<file path="src/verilog/rfDecodePkg.sv">
package rfDecodePkg;

	// ========================================
	// Instruction layout
	// ========================================
	localparam int InsnWidth = 48;
	localparam int OpBits    = 6;
	localparam int FnBits    = 6;
	// Register fields carry a vector flag over a 6-bit number
	localparam int RegBits   = 7;
	localparam int RtLsb     = 6;
	localparam int RaLsb     = 13;
	localparam int RbLsb     = 20;
	localparam int FnLsb     = 27;
	// Immediate, load/store and RET forms share one field
	localparam int ImmLsb    = 26;
	localparam int ImmBits   = 19;
	localparam int CsrLsb    = 29;
	localparam int CsrBits   = 16;
	localparam int CsrFnLsb  = 27;
	localparam int CsrFnBits = 2;
	localparam int DispLsb   = 28;
	localparam int DispBits  = 17;
	// Call target runs up to the top bit
	localparam int TgtLsb    = 13;
	localparam int TgtBits   = 35;
	localparam int SzLsb     = 45;
	localparam int SzBits    = 3;

	// ========================================
	// Opcodes and R2 functions
	// ========================================
	localparam logic [OpBits-1:0] OpR2    = 6'd2;
	localparam logic [OpBits-1:0] OpAddi  = 6'd4;
	localparam logic [OpBits-1:0] OpSubfi = 6'd5;
	localparam logic [OpBits-1:0] OpCsr   = 6'd7;
	localparam logic [OpBits-1:0] OpAndi  = 6'd8;
	localparam logic [OpBits-1:0] OpOri   = 6'd9;
	localparam logic [OpBits-1:0] OpXori  = 6'd10;
	localparam logic [OpBits-1:0] OpCmp   = 6'd12;
	localparam logic [OpBits-1:0] OpCmpi  = 6'd13;
	localparam logic [OpBits-1:0] OpCall  = 6'd20;
	localparam logic [OpBits-1:0] OpBsr   = 6'd21;
	localparam logic [OpBits-1:0] OpRet   = 6'd22;
	localparam logic [OpBits-1:0] OpBcc   = 6'd24;
	localparam logic [OpBits-1:0] OpLoad  = 6'd32;
	localparam logic [OpBits-1:0] OpLoadu = 6'd33;
	localparam logic [OpBits-1:0] OpStore = 6'd36;
	localparam logic [OpBits-1:0] OpNop   = 6'd63;

	localparam logic [FnBits-1:0] FnAdd    = 6'd4;
	localparam logic [FnBits-1:0] FnSub    = 6'd5;
	localparam logic [FnBits-1:0] FnAnd    = 6'd8;
	localparam logic [FnBits-1:0] FnOr     = 6'd9;
	localparam logic [FnBits-1:0] FnXor    = 6'd10;
	localparam logic [FnBits-1:0] FnSll    = 6'd16;
	localparam logic [FnBits-1:0] FnSrl    = 6'd17;
	localparam logic [FnBits-1:0] FnSra    = 6'd18;
	localparam logic [FnBits-1:0] FnLoadx  = 6'd32;
	localparam logic [FnBits-1:0] FnLoadux = 6'd33;
	localparam logic [FnBits-1:0] FnStorex = 6'd36;

	// Register conventions
	localparam logic [RegBits-1:0] SpAlias = 7'd47;
	localparam logic [RegBits-1:0] SpBase  = 7'd60;
	localparam logic [RegBits-1:0] LinkReg = 7'd59;

	// ========================================
	// Types
	// ========================================
	typedef enum logic [2:0] {Prc8, Prc16, Prc32, Prc64, Prc128} prcT;
	typedef enum logic [2:0] {Byt, Wyde, Tetra, Octa, Hexi, Vect} memSzT;

	typedef struct packed {
		logic               vec;
		logic [RegBits-2:0] num;
	} regSpecT;

	typedef struct packed {
		logic                 valid;
		logic [2:0]           spSel;
		logic [InsnWidth-1:0] insn;
	} fetchBufT;

	typedef struct packed {
		regSpecT Ra;
		regSpecT Rb;
		regSpecT Rt;
		logic    hasRa;
		logic    hasRb;
		logic    hasRt;
		logic    rfWr;
		logic    vrfWr;
	} regDecoT;

	typedef struct packed {
		logic                 load;
		logic                 loadu;
		logic                 store;
		logic                 indexed;
		memSzT                memSz;
		logic                 br;
		logic                 cjb;
		logic                 csr;
		logic [CsrFnBits-1:0] csrOp;
	} memDecoT;

	typedef struct packed {
		logic    valid;
		regDecoT regDeco;
		memDecoT memDeco;
		prcT     prc;
		logic    isVector;
		logic    needSteps;
	} decodeBusT;

endpackage

</file>
<file path="src/verilog/rfDecodeAssemble.sv">
module rfDecodeAssemble import rfDecodePkg::*; #(
	parameter int ImmWidth = 128
) (
	input  logic                clk,
	input  logic                arstN,
	input  logic                valid,
	input  regDecoT             regDeco,
	input  memDecoT             memDeco,
	input  prcT                 prc,
	input  logic [ImmWidth-1:0] imm,
	output decodeBusT           deco,
	output logic [ImmWidth-1:0] decoImm
);

	decodeBusT nxt;
	logic      rtUsed;
	logic      vecMem;

	// ========================================
	// Vector override
	// ========================================
	always_comb begin
		// Stores read their data through Rt, so a vector Rt counts for them too
		rtUsed = regDeco.hasRt || memDeco.store;

		nxt.valid   = valid;
		nxt.regDeco = regDeco;
		nxt.memDeco = memDeco;
		nxt.prc     = prc;

		nxt.isVector = (regDeco.hasRa && regDeco.Ra.vec) ||
			(regDeco.hasRb && regDeco.Rb.vec) ||
			(rtUsed && regDeco.Rt.vec);

		// Any vector address or data operand makes the access a vector one
		vecMem = (regDeco.hasRa && regDeco.Ra.vec) ||
			(memDeco.indexed && regDeco.Rb.vec) ||
			(rtUsed && regDeco.Rt.vec);
		if ((memDeco.load || memDeco.store) && vecMem) begin
			nxt.memDeco.memSz = Vect;
		end

		// Unit-stride with scalar base goes in one shot
		nxt.needSteps = nxt.memDeco.memSz == Vect &&
			!(!memDeco.indexed && !regDeco.Ra.vec);
	end

	// ========================================
	// Output register
	// ========================================
	always_ff @(posedge clk or negedge arstN) begin
		if (!arstN) begin
			deco <= '0;
		end else begin
			deco <= nxt;
		end
	end

	always_ff @(posedge clk) begin
		decoImm <= imm;
	end

endmodule

</file>
<file path="src/verilog/rfDecodeTop.sv">
module rfDecodeTop import rfDecodePkg::*; #(
	parameter int ImmWidth = 128
) (
	input  logic                clk,
	input  logic                arstN,
	input  fetchBufT            fetchBuf,
	output decodeBusT           deco,
	output logic [ImmWidth-1:0] decoImm
);

	regDecoT             regDeco;
	memDecoT             memDeco;
	prcT                 prc;
	logic [ImmWidth-1:0] imm;

	// Combinational decode of the fetch buffer entry
	rfRegSpecDecoder uRegSpec (
		.fetchBuf (fetchBuf),
		.regDeco  (regDeco)
	);

	rfImmDecoder #(.ImmWidth(ImmWidth)) uImm (
		.fetchBuf (fetchBuf),
		.imm      (imm)
	);

	rfPrecDecoder uPrec (
		.fetchBuf (fetchBuf),
		.prc      (prc)
	);

	rfMemDecoder uMem (
		.fetchBuf (fetchBuf),
		.memDeco  (memDeco)
	);

	// One register stage to the decode bus
	rfDecodeAssemble #(.ImmWidth(ImmWidth)) uAssemble (
		.clk     (clk),
		.arstN   (arstN),
		.valid   (fetchBuf.valid),
		.regDeco (regDeco),
		.memDeco (memDeco),
		.prc     (prc),
		.imm     (imm),
		.deco    (deco),
		.decoImm (decoImm)
	);

endmodule

</file>
<file path="src/verilog/rfImmDecoder.sv">
module rfImmDecoder import rfDecodePkg::*; #(
	parameter int ImmWidth = 128
) (
	input  fetchBufT            fetchBuf,
	output logic [ImmWidth-1:0] imm
);

	logic [OpBits-1:0]   opc;
	logic [ImmBits-1:0]  immFld;
	logic [DispBits-1:0] disp;
	logic [TgtBits-1:0]  tgt;
	logic [CsrBits-1:0]  csrNum;

	// Raw fields where the opcode decides which one counts
	assign opc    = fetchBuf.insn[OpBits-1:0];
	assign immFld = fetchBuf.insn[ImmLsb +: ImmBits];
	assign disp   = fetchBuf.insn[DispLsb +: DispBits];
	assign tgt    = fetchBuf.insn[TgtLsb +: TgtBits];
	assign csrNum = fetchBuf.insn[CsrLsb +: CsrBits];

	always_comb begin
		case (opc)
		// Immediate arithmetic and compare, load/store displacement and RET adjust
		OpAddi, OpSubfi, OpAndi, OpOri, OpXori, OpCmpi, OpLoad, OpLoadu, OpStore, OpRet:
			imm = {{(ImmWidth-ImmBits){immFld[ImmBits-1]}}, immFld};
		OpBcc:
			imm = {{(ImmWidth-DispBits){disp[DispBits-1]}}, disp};
		OpCall, OpBsr:
			imm = {{(ImmWidth-TgtBits){tgt[TgtBits-1]}}, tgt};
		// CSR number is unsigned
		OpCsr:
			imm = {{(ImmWidth-CsrBits){1'b0}}, csrNum};
		default:
			imm = '0;
		endcase
	end

endmodule

</file>
<file path="src/verilog/rfMemDecoder.sv">
module rfMemDecoder import rfDecodePkg::*; (
	input  fetchBufT fetchBuf,
	output memDecoT  memDeco
);

	logic [OpBits-1:0] opc;
	logic [FnBits-1:0] fn;
	logic              isR2;

	assign opc  = fetchBuf.insn[OpBits-1:0];
	assign fn   = fetchBuf.insn[FnLsb +: FnBits];
	assign isR2 = opc == OpR2;

	always_comb begin
		// Load/store class
		memDeco.load    = opc inside {OpLoad, OpLoadu} || (isR2 && fn inside {FnLoadx, FnLoadux});
		memDeco.loadu   = opc == OpLoadu || (isR2 && fn == FnLoadux);
		memDeco.store   = opc == OpStore || (isR2 && fn == FnStorex);
		memDeco.indexed = isR2 && fn inside {FnLoadx, FnLoadux, FnStorex};

		// Access size from the size field
		memDeco.memSz = Tetra;
		if (memDeco.load || memDeco.store) begin
			case (prcT'(fetchBuf.insn[SzLsb +: SzBits]))
			Prc8:    memDeco.memSz = Byt;
			Prc16:   memDeco.memSz = Wyde;
			Prc32:   memDeco.memSz = Tetra;
			Prc64:   memDeco.memSz = Octa;
			Prc128:  memDeco.memSz = Hexi;
			default: memDeco.memSz = Tetra;
			endcase
		end

		// Flow control and CSR
		memDeco.br    = opc == OpBcc;
		memDeco.cjb   = opc inside {OpCall, OpBsr};
		memDeco.csr   = opc == OpCsr;
		memDeco.csrOp = memDeco.csr ? fetchBuf.insn[CsrFnLsb +: CsrFnBits] : '0;
	end

endmodule

</file>
<file path="src/verilog/rfPrecDecoder.sv">
module rfPrecDecoder import rfDecodePkg::*; (
	input  fetchBufT fetchBuf,
	output prcT      prc
);

	logic [OpBits-1:0] opc;
	logic [FnBits-1:0] fn;
	logic              sizable;
	prcT               sz;

	assign opc = fetchBuf.insn[OpBits-1:0];
	assign fn  = fetchBuf.insn[FnLsb +: FnBits];
	assign sz  = prcT'(fetchBuf.insn[SzLsb +: SzBits]);

	// Only ALU, shift and compare ops honour the size field
	always_comb begin
		sizable = 1'b0;
		case (opc)
		OpR2:
			sizable = fn inside {FnAdd, FnSub, FnAnd, FnOr, FnXor, FnSll, FnSrl, FnSra};
		OpAddi, OpSubfi, OpAndi, OpOri, OpXori:
			sizable = 1'b1;
		OpCmp, OpCmpi:
			sizable = 1'b1;
		default:
			sizable = 1'b0;
		endcase
	end

	// 32 bits unless the op asks for 16, 64 or 128
	assign prc = (sizable && sz inside {Prc16, Prc64, Prc128}) ? sz : Prc32;

endmodule

</file>
<file path="src/verilog/rfRegSpecDecoder.sv">
module rfRegSpecDecoder import rfDecodePkg::*; (
	input  fetchBufT fetchBuf,
	output regDecoT  regDeco
);

	// Alias 47 picks one of the four banked stack pointers, select 0 leaves it alone
	function automatic regSpecT spRemap(input regSpecT r, input logic [2:0] sel);
		regSpecT res;
		res = r;
		if (r == SpAlias && sel >= 3'd1 && sel <= 3'd4) begin
			res = regSpecT'(SpBase + RegBits'(sel) - 7'd1);
		end
		return res;
	endfunction

	logic [OpBits-1:0] opc;
	logic [FnBits-1:0] fn;
	logic              r2Alu;
	logic              immAlu;
	logic              isLoad;
	logic              isStore;
	regSpecT           rawRb;

	assign opc = fetchBuf.insn[OpBits-1:0];
	assign fn  = fetchBuf.insn[FnLsb +: FnBits];

	// Arithmetic, logic and shift functions of the R2 form
	assign r2Alu = opc == OpR2 &&
		(fn inside {FnAdd, FnSub, FnAnd, FnOr, FnXor, FnSll, FnSrl, FnSra});
	assign immAlu = opc inside {OpAddi, OpSubfi, OpAndi, OpOri, OpXori};
	assign isLoad = opc inside {OpLoad, OpLoadu} ||
		(opc == OpR2 && fn inside {FnLoadx, FnLoadux});
	assign isStore = opc == OpStore || (opc == OpR2 && fn == FnStorex);

	// RET takes its return address from the link register
	assign rawRb = (opc == OpRet) ? regSpecT'(LinkReg) :
		regSpecT'(fetchBuf.insn[RbLsb +: RegBits]);

	always_comb begin
		// Stack pointer remap after the RET override
		regDeco.Ra = spRemap(regSpecT'(fetchBuf.insn[RaLsb +: RegBits]), fetchBuf.spSel);
		regDeco.Rb = spRemap(rawRb, fetchBuf.spSel);
		regDeco.Rt = spRemap(regSpecT'(fetchBuf.insn[RtLsb +: RegBits]), fetchBuf.spSel);

		// Operand presence
		regDeco.hasRa = !(opc inside {OpNop, OpCall, OpBsr});
		regDeco.hasRb = opc inside {OpR2, OpCmp, OpBcc};
		regDeco.hasRt = !(opc inside {OpBcc, OpNop} || isStore);

		// Write enables, vector flag of Rt steers to the vector file
		regDeco.rfWr  = 1'b0;
		regDeco.vrfWr = 1'b0;
		if (r2Alu || immAlu || isLoad || opc inside {OpCmp, OpCmpi, OpCsr}) begin
			regDeco.vrfWr = regDeco.Rt.vec;
			regDeco.rfWr  = !regDeco.Rt.vec;
		end else if (opc inside {OpCall, OpBsr, OpRet}) begin
			// Link writes only when a target register is named
			regDeco.rfWr = regDeco.Rt != '0;
		end
	end

endmodule
</file>
<file path="config.mk">
export PLATFORM = sky130hd
export DESIGN_NAME = rfDecodeTop
export DESIGN_NICKNAME = d
export VERILOG_FILES = /design/src/verilog/rfDecodePkg.sv /design/src/verilog/rfDecodeAssemble.sv /design/src/verilog/rfDecodeTop.sv /design/src/verilog/rfImmDecoder.sv /design/src/verilog/rfMemDecoder.sv /design/src/verilog/rfPrecDecoder.sv /design/src/verilog/rfRegSpecDecoder.sv
export SDC_FILE = /design/constraint.sdc
export NUM_CORES = 1
export LEC_CHECK = 0
export BUFFER_PORTS_ARGS = -buffer_cell sky130_fd_sc_hd__buf_2
export CORE_AREA = 2 2 102 104
export CTS_BUF_LIST = sky130_fd_sc_hd__clkbuf_4
export DETAILED_ROUTE_END_ITERATION = 12
export DIE_AREA = 0 0 104 106
export HOLD_SLACK_MARGIN = 0.02
export PLACE_DENSITY = 0.78
export SLEW_MARGIN = 20
export SYNTH_ARGS = -nofsm -noshare
export SYNTH_HDL_FRONTEND = slang
export SYNTH_SLANG_ARGS = --single-unit
</file>
<file path="constraint.sdc">
create_clock -name clk -period 2.3 [get_ports clk]
set_clock_uncertainty 0.15 [all_clocks]
set_input_delay 0.115 -clock clk [delete_from_list [all_inputs] [get_ports clk]]
set_output_delay 0.115 -clock clk [all_outputs]
set_load 0.02 [all_outputs]
</file>
* After elaboration in Yosys (flattened, before gate mapping)
Index checks and enable logic that the tools add are counted.
** Word-level totals
- Output and inout bits :: 172
- Bits of input ports :: 54
- Register bits after elaboration :: 172
- Logic and storage cells :: 133
- ROM bits :: 0
- Bits in latches :: 0
- Memory bits (writable) :: 0
- Memories :: 0
** Operators by class
- Add/subtract/negate cells :: 2
- Shifts and indexed selects :: 0
- Bitwise logic cells :: 0
- $lt $le $gt $ge :: 2
- Reductions and logical operators :: 55
- Equal/unequal tests :: 35
- Muxes and demuxes :: 14
- Div/mod/pow operators :: 0
- Multiply operators :: 0
** Operator list (count)
- $pmux W128 S4 :: 1
- $eq A6 B4 Y1 const B :: 8
- $eq A6 B5 Y1 const B :: 7
- $eq A6 B6 Y1 const B :: 7
- $eq A6 B3 Y1 const B :: 5
- $mux W7 :: 4
- $eq A7 B6 Y1 const B :: 3
- $logic_and A1 B1 Y1 :: 19
- $reduce_bool A3 Y1 :: 6
- $logic_or A1 B1 Y1 :: 13
- $pmux W3 S4 :: 1
- $reduce_or A10 Y1 :: 1
- $mux W3 :: 3
- $reduce_bool A2 Y1 :: 4
- $reduce_bool A8 Y1 :: 1
- $add A6 B3 Y7 const A :: 1
- $reduce_bool A7 Y1 :: 1
- $reduce_or A7 Y1 :: 1
- $sub A7 B1 Y7 const B :: 1
- $eq A3 B3 Y1 const B :: 2
- $eq A6 B2 Y1 const B :: 1
- $logic_not A1 Y1 :: 6
- $reduce_bool A5 Y1 :: 1
- $eq A3 B1 Y1 const B :: 1
- other kinds (8) :: 10

* Longest topological paths before layout
Gate-level depths: netlist (run 1).
- Word-level depth :: 13
- Mapped depth :: 9
- Gate-level depth less buffers :: 8

* Modules after synthesis
Synthesis (run 1) repeated with hierarchy kept, for this count alone.
** Unflattened totals
- Cells, all modules :: 535
- Area, all modules :: 6157.2 µm²
** Modules (own cells, without submodules)
- rfDecodeAssemble :: seq. area each 3663.5 µm², cells an instance 188, times used 1, area each 3754.9 µm²
- rfImmDecoder :: seq. area each 0.0 µm², cells an instance 203, times used 1, area each 1407.6 µm²
- rfRegSpecDecoder :: seq. area each 0.0 µm², cells an instance 95, times used 1, area each 691.9 µm²
- rfMemDecoder :: seq. area each 0.0 µm², cells an instance 29, times used 1, area each 185.2 µm²
- rfPrecDecoder :: seq. area each 0.0 µm², cells an instance 20, times used 1, area each 117.6 µm²

* Least setup slack after synthesis (run 1)
No wires, ideal clock.
- Path kind :: register to output
- From :: register uAssemble.decoImm[126] (netlist name)
- To :: output decoImm[100]
- Buffers on the path :: 1
- Cell stages (with the launch flop) :: 2
- Setup slack :: -0.243 ns
- Arrival :: 2.278 ns
- Required time :: 2.035 ns
- Path through :: dfxtp_1 > buf_4
** RTL lines
- to (decl) :: line rfDecodeTop.sv:8 : output logic [ImmWidth-1:0] decoImm

==> impl_results.md, run 1 <==
- # rows: 37
- Worst vdd ir: 0.245 mV
- Clock Tree Root: clkbuf_4
- Min Tclk post-route: 2190 ps
- Post-synthesis adder-cell area fraction: 0.00928
- Unique cell type count in the Yosys netlist: 60
- Synth area leader: dfrtp_1
- Hold Fails Final Rpt: 0
- Commonest non-fill, non-tap cells in the layout: buf_2 (225), dlygate4sd3_1 (73), dfrtp_1 (44)
- CTS tree: yes
- Synth Area in Simple Gates: 0.123
- Max Cap Viol: 0
- Largest net degree at the start of global routing: 95
- Post-Syn Area: 4050 sq um
- Initial detailed-routing violation count: 181
- WL per Instance: 16.3 um
- Post CTS Setup Buffer Count: 0
- Hold endpoint: uAssemble.deco[20]
- Most common cell after layout, fill and taps aside: buf_2
- Worst Path Required: 2450 ps
- Gr usage total: 0.209
- Initial core utilization: 0.405
- Post-synth EDFFs: 0
- Nets: 653
- DR pass1 iterations: 6
- Finished Cell Area: 5430 sq um
- Worst path arrival time: 2340 ps
- Setup-failing EPs final: 0
- Core area: 10000 sq um
- Remaining antenna violation count: 0
- H-tree levels: 3
- Fill cell count: 893
- Syn Area/Cell: 10.2 sq um
- Syn_nets: 452
- Synth Area in XOR/XNOR: 0.00650
- ANT cells: 0
- Crit end category: register
- Sequential cell area fraction in the yosys report: 0.445
- Die Y-Extent: 106 um
- Synth top area share: 0.272
- First-pass GRT wire length: 18.1 mm
- Routed via count: 3670
- HP Start: fetchBuf[2]
- FMAX: 457 MHz
- Seq cells post-synth: 79
- Worst Hold Class: in -> reg
- Cell Count Post-Placement: 648
- CTS Buffer Depth: 2
- CP Class: in -> reg
- Area Growth Syn to Fin: 34.2%
- Die X: 104 um
- Max_slew headroom: 0.470
- Synth Flop Type: dfrtp_1
- Layout cells sized above 1: 0.436
- GP Congestion: 0.895
- Startpoint types: primary input
- Worst-Margin Slew: 794 ps
- DR DRC count: 0
- WHS Path Cells: 3
- Initial antenna violation count: 0
- Final WS setup: 110 ps
- Tcrit/Tclk final: 0.952
- Pre-CTS WS: 307 ps
- Status: completed
- Slew Viols, Final: 0
- CTS sink cnt: 79
- FFs w/ async S/R, synth: 0.557
- LEAKAGE: 2.98 nW
- Mux share of post-synthesis cell area: 0.00247
- Final WL: 12.0 mm
- Compound-cell area share of the yosys netlist: 0.198
- Drt via density: 4.98
- P per Cell Area: 539 nW/um^2
- Grt ovf: 0
- Largest family of logic cells by synthesized area: buffers and inverters
- Crit Path Max Fanout: 5
- Final core occ: 0.543
- Number of global-route vias before repair: 3441
- Non-Filler Instances: 737
- Ports: 226
- Setup TNS: 0 ps
- Yosys warns: 0
- HPWL after DPL: 7.93 mm
- Clock Pin Slew Worst Setup and Hold Paths: 140 ps
- Placement-stage cell area: 4590 sq um
- Post-Syn Instances: 395
- Unrepaired setup endpoints after global routing: no
- Port Buf Inserts: 225
- Synth area leaders: dfrtp_1 (27%), buf_4 (17%), dfxtp_1 (17%)
- Die area: 11000 sq um
- Total CTS buffers: 9
how the worst max path moves through the flow:
stage / startpoint / end
finish: fetchBuf[19] / uAssemble.deco[41]
global route: fetchBuf[2] / uAssemble.decoImm[5]
CTS: fetchBuf[19] / uAssemble.deco[41]
detailed placement: fetchBuf[2] / uAssemble.decoImm[12]
global placement: fetchBuf[2] / uAssemble.decoImm[10]
floorplan: fetchBuf[5] / uAssemble.deco[10]
kinds of logic (layout without fill, tap and decap cells):
family | after synthesis | in the layout
fa+ha+maj | 3 | 3
xor+xnor | 3 | 3
simple gates | 81 | 81
buf+inv | 127 | 333
mux | 1 | 1
flops | 79 | 79
compound gates | 101 | 101
layout make-up:
class / instances / area (sq um) / area share
tap: 136 / 170 / 0.0313
sequential: 79 / 1800 / 0.332
inverter: 11 / 41.3 / 0.00761
multi-input combinational: 189 / 1390 / 0.257
timing repair buffer: 306 / 1920 / 0.353
clock buffer: 9 / 67.6 / 0.0124
clock inverter: 7 / 37.5 / 0.00691
state kept, by name, summed over array words and instances, names as in the netlist:
register / cells
uAssemble.deco: 44
uAssemble.decoImm: 35
layer usage:
metal  GRT usage  share of wire  vias up
met2       0.363           0.51      209
li1            -              -     1713
met5           0              0        -
met4      0.0801          0.024        0
met3      0.0515          0.071       28
met1       0.249           0.40     1720
stage by stage:
stage / total power [W] / hold WS [ps]
after detailed placement: 0.00215 / -31.7
final: 0.00293 / 48.6
after global placement: 0.00215 / -53.9
after CTS: 0.00294 / 24.5
after floorplan: 0.00200 / -331
after global routing: 0.00307 / 26.4
critical path, stage by stage:
cell and delay, ps:
dlygate4sd3_1 540, buf_2 190, nor4bb_1 300, nand4_1 150, nor3_2 230, nand2_1 100, and2_1 160, dlygate4sd3_1 550
power by group:
part / internal, W / total, W / switching, W / leakage (nW)
logic: 0.000295 / 0.000769 / 0.000474 / 2.09
clock network: 0.000213 / 0.000694 / 0.000481 / 0.0614
registers: 0.00144 / 0.00146 / 0.0000185 / 0.825
total: 0.00195 / 0.00293 / 0.000974 / 2.98
cell usage after synthesis, drive strengths merged, types with 4 or more instances:
cell type  number
nand4           5
clkbuf         11
inv            11
a21oi           7
o22a            5
nand2b          4
and2            6
buf           105
nand2           9
or2             4
dfrtp          44
dfxtp          35
a21o           18
a22o           16
o21ai          12
nor3           11
a221o          19
nand3           4
nor2           14
a21boi          7
nor4            5
o21a            4
repair_timing:
action | CTS | global route
endpoints found under the setup margin | 0 | 3
hold buffers | 73 | 0
endpoints found under the hold margin | 116 | 0
gates resized for setup | 0 | 1
Note: power is estimated with default switching activity, not from simulation.
==> run 2, diff against run 1 <==
CORE_AREA = 2 2 118 120   (was 2 2 102 104)
DIE_AREA = 0 0 120 122   (was 0 0 104 106)
SYNTH_HIERARCHICAL = 1   (was not set)
==> run 2 against run 1 <==
Against the previous run: fmax shrank 4.5%; non-clock buffer count grew 19; critical path type unchanged; critical endpoint is now uAssemble/decoImm[31]; largest cell class is now flip-flops and latches; design area grew 49%; worst hold slack gained 160 ps; sequential power grew 120%; total power grew 99%.
==> impl_results.md, run 2 <==
- Status: completed (unchanged)
- FMAX: 436 MHz (was 457 MHz)
- Unrepaired setup endpoints after global routing: no (unchanged)
- Drt via density: 5.00 (was 4.98)
- Post-Syn Area: 6160 sq um (was 4050 sq um)
- Synth top area share: 0.416 (was 0.272)
- WL per Instance: 17.2 um (was 16.3 um)
- Largest family of logic cells by synthesized area: buffers and inverters (unchanged)
- Most frequent cell after synthesis: dfxtp_1 (was buf_4)
- Top reg by flops: uAssemble/decoImm (was uAssemble.deco)
- Port Buf Inserts: 225 (unchanged)
- Setup-failing EPs final: 0 (unchanged)
- First-pass GRT wire length: 24.7 mm (was 18.1 mm)
- Synth Flop Type: dfxtp_1 (was dfrtp_1)
- Routed via count: 4824 (was 3670)
- CP Class: in -> reg (unchanged)
- Most frequent CP cell: dlygate4sd3_1 (unchanged)
- Largest net degree at the start of global routing: 95 (unchanged)
- Mux share of post-synthesis cell area: 0.00244 (was 0.00247)
- Nets: 829 (was 653)
- Initial antenna violation count: 1 (was 0)
- Worst path arrival time: 2630 ps (was 2340 ps)
- Worst vdd ir: 0.313 mV (was 0.245 mV)
- Worst Hold Class: in -> reg (unchanged)
- Synth Area in Simple Gates: 0.130 (was 0.123)
- Synth area leaders: dfxtp_1 (42%), dfrtp_1 (18%), buf_4 (12%) (was dfrtp_1 (27%), buf_4 (17%), dfxtp_1 (17%))
- Unique cell type count in the Yosys netlist: 71 (was 60)
- Syn Area/Cell: 11.5 sq um (was 10.2 sq um)
- Crit-path max cell delay: 560 ps (was 550 ps)
- Remaining antenna violation count: 0 (unchanged)
- Crit path cell chain: dlygate4sd3_1 > clkbuf_4 > nor3b_1 > o21ai_0 > nand2_1 > dlygate4sd3_1 > and3_1 > dlygate4sd3_1 (was dlygate4sd3_1 > buf_2 > nor4bb_1 > nand4_1 > nor3_2 > nand2_1 > and2_1 > dlygate4sd3_1)
- Initial detailed-routing violation count: 466 (was 181)
- Post-Syn Instances: 535 (was 395)
- Synth Area in XOR/XNOR: 0.00427 (was 0.00650)
- Clock Tree Root: clkbuf_4 (unchanged)
- Post-synthesis adder-cell area fraction: 0.00813 (was 0.00928)
- Die X: 120 um (was 104 um)
- Slew Viols, Final: 0 (unchanged)
- Hold Fails Final Rpt: 0 (unchanged)
- Top Registers: uAssemble/decoImm: 128 flops, uAssemble/deco: 44 flops (was uAssemble.deco: 44 flops, uAssemble.decoImm: 35 flops)
- Compound-cell area share of the yosys netlist: 0.122 (was 0.198)
- Met1 GRT Util: 0.251 (was 0.249)
- FFs w/ async S/R, synth: 0.256 (was 0.557)
- Startpoint types: primary input (unchanged)
- Synth area leader: dfxtp_1 (was dfrtp_1)
- Min Tclk post-route: 2290 ps (was 2190 ps)
- Area Growth Syn to Fin: 31.0% (was 34.2%)
- Core area: 13500 sq um (was 10000 sq um)
- Die area: 14600 sq um (was 11000 sq um)
- Sequential cell area fraction in the yosys report: 0.595 (was 0.445)
- CTS sink cnt: 172 (was 79)
- Synth top cells by count: dfxtp_1 (128), buf_4 (95), nand2_1 (50) (was buf_4 (94), dfrtp_1 (44), dfxtp_1 (35))
- # rows: 43 (was 37)
- Layout cells sized above 1: 0.372 (was 0.436)
- Tcrit/Tclk final: 0.997 (was 0.952)
- CTS Buffer Depth: 2 (unchanged)
- Total CTS buffers: 17 (was 9)
- Clock Pin Slew Worst Setup and Hold Paths: 160 ps (was 140 ps)
- Crit Path Max Fanout: 24 (was 5)
- Yosys warns: 6 (was 0)
- P per Cell Area: 720 nW/um^2 (was 539 nW/um^2)
- Commonest non-fill, non-tap cells in the layout: buf_2 (220), dfxtp_1 (128), dlygate4sd3_1 (89) (was buf_2 (225), dlygate4sd3_1 (73), dfrtp_1 (44))
- Gr usage total: 0.223 (was 0.209)
- Met3 usage in global routing: 0.0595 (was 0.0515)
- DR DRC count: 0 (unchanged)
- Number of global-route vias before repair: 4659 (was 3441)
- Post CTS Setup Buffer Count: 0 (unchanged)
- Final WL: 16.6 mm (was 12.0 mm)
- Worst-Margin Slew: 1110 ps (was 794 ps)
- Seq cells post-synth: 172 (was 79)
- Initial core utilization: 0.456 (was 0.405)
- Layer with the highest usage: met2 (unchanged)
- Global-route track usage on met2: 0.377 (was 0.363)
- LEAKAGE: 4.05 nW (was 2.98 nW)
- DR pass1 iterations: 5 (was 6)
- Worst Path Required: 2630 ps (was 2450 ps)
- Crit end category: register (unchanged)
- HPWL after DPL: 10.5 mm (was 7.93 mm)
- Post-synth EDFFs: 0 (unchanged)
- Syn_nets: 593 (was 452)
- Die Y-Extent: 122 um (was 106 um)
- Pre-CTS WS: 145 ps (was 307 ps)
- Ports: 226 (unchanged)
- Max stage delay cell, worst path: dlygate4sd3_1 (unchanged)
- H-tree levels: 4 (was 3)
- Most common cell after layout, fill and taps aside: buf_2 (unchanged)
- Max_slew headroom: 0.256 (was 0.470)
- Flip-flop count of the largest register, all copies and words added: 128 (was 44)
- Max Cap Viol: 0 (unchanged)
- Grt ovf: 0 (unchanged)
- CTS tree: yes (unchanged)
- Setup TNS: 0 ps (unchanged)
- GP Congestion: 0.817 (was 0.895)
- Final WS setup: 6.10 ps (was 110 ps)
run 2: changes by cell type after synthesis, moves of 4 or more:
cell | before | now
a21o_1 | 18 | 2
o21ai_0 | 11 | 5
a31oi_1 | 1 | 5
inv_1 | 10 | 16
nand2_1 | 9 | 50
nand2b_1 | 3 | 8
a21boi_0 | 6 | 1
buf_2 | 7 | 3
dfxtp_1 | 35 | 128
clkbuf_1 | 11 | 7
and3_1 | 2 | 7
run 2: repair_timing:
| action | 4_1_cts | 5_1_grt |
|---|---|---|
| endpoints found under the hold margin | 122 | 44 |
| endpoints found under the setup margin | 0 | 19 |
| hold buffers | 88 | 1 |
| resized for setup | 0 | 10 |
run 2: logic make-up after synthesis:
logic type | after synthesis
AND/OR/NAND/NOR | 139
multiplexers | 1
flip-flops | 172
buffers and inverters | 124
adder cells (fa/ha/maj) | 4
XOR/XNOR | 3
AO/OA/AOI/OAI | 92
run 2: final timing paths:
kind	startpoint	end	slack (ps)	depth (start not counted)
max	fetchBuf[3]	uAssemble/decoImm[31]	6	8
min	fetchBuf[40]	uAssemble/decoImm[14]	210	3
max in group asynchronous	arstN	uAssemble/deco[23]	1150	3
min in group asynchronous	arstN	uAssemble/deco[19]	450	3
run 2: area by class of cell:
class | count | area [sq um]
Fill cell | 1078 | 5440
Sequential cell | 172 | 3660
Timing Repair Buffer | 325 | 2120
Multi-Input combinational cell | 239 | 1670
Tap cell | 180 | 225
Clock inverter | 15 | 195
Clock buffer | 17 | 128
Inverter | 16 | 60.1
Antenna cell | 1 | 2.50
run 2: stage by stage:
step	instance area, sq um	total power [W]	hold WS, ps	std cells	util
after CTS	8020	0.00584	36.1	963	0.594
after floorplan	6160	0.00371	-331	535	-
after global placement	6820	0.00391	74.0	843	0.505
after global routing	8060	0.00606	169	965	0.597
after detailed placement	6820	0.00393	76.3	843	0.505
final	8060	0.00581	212	965	0.597
run 2: worst max-delay path, delay by kind of cell:
family          cells  cell delay, ps
buf+inv             4            1880
simple gates        3             430
compound gates      1             180
run 2: report_power, final:
group | total, W | internal [W] | switching [W]
clock | 0.00181 | 0.000621 | 0.00119
combinational | 0.000827 | 0.000323 | 0.000504
sequential | 0.00318 | 0.00314 | 0.0000380
total | 0.00581 | 0.00408 | 0.00173
run 2: per-layer routing:
metal,up-vias,part of all wire
met5,-,0
met1,2240,0.39
met2,284,0.49
met4,0,0.038
met3,55,0.081
li1,2245,-
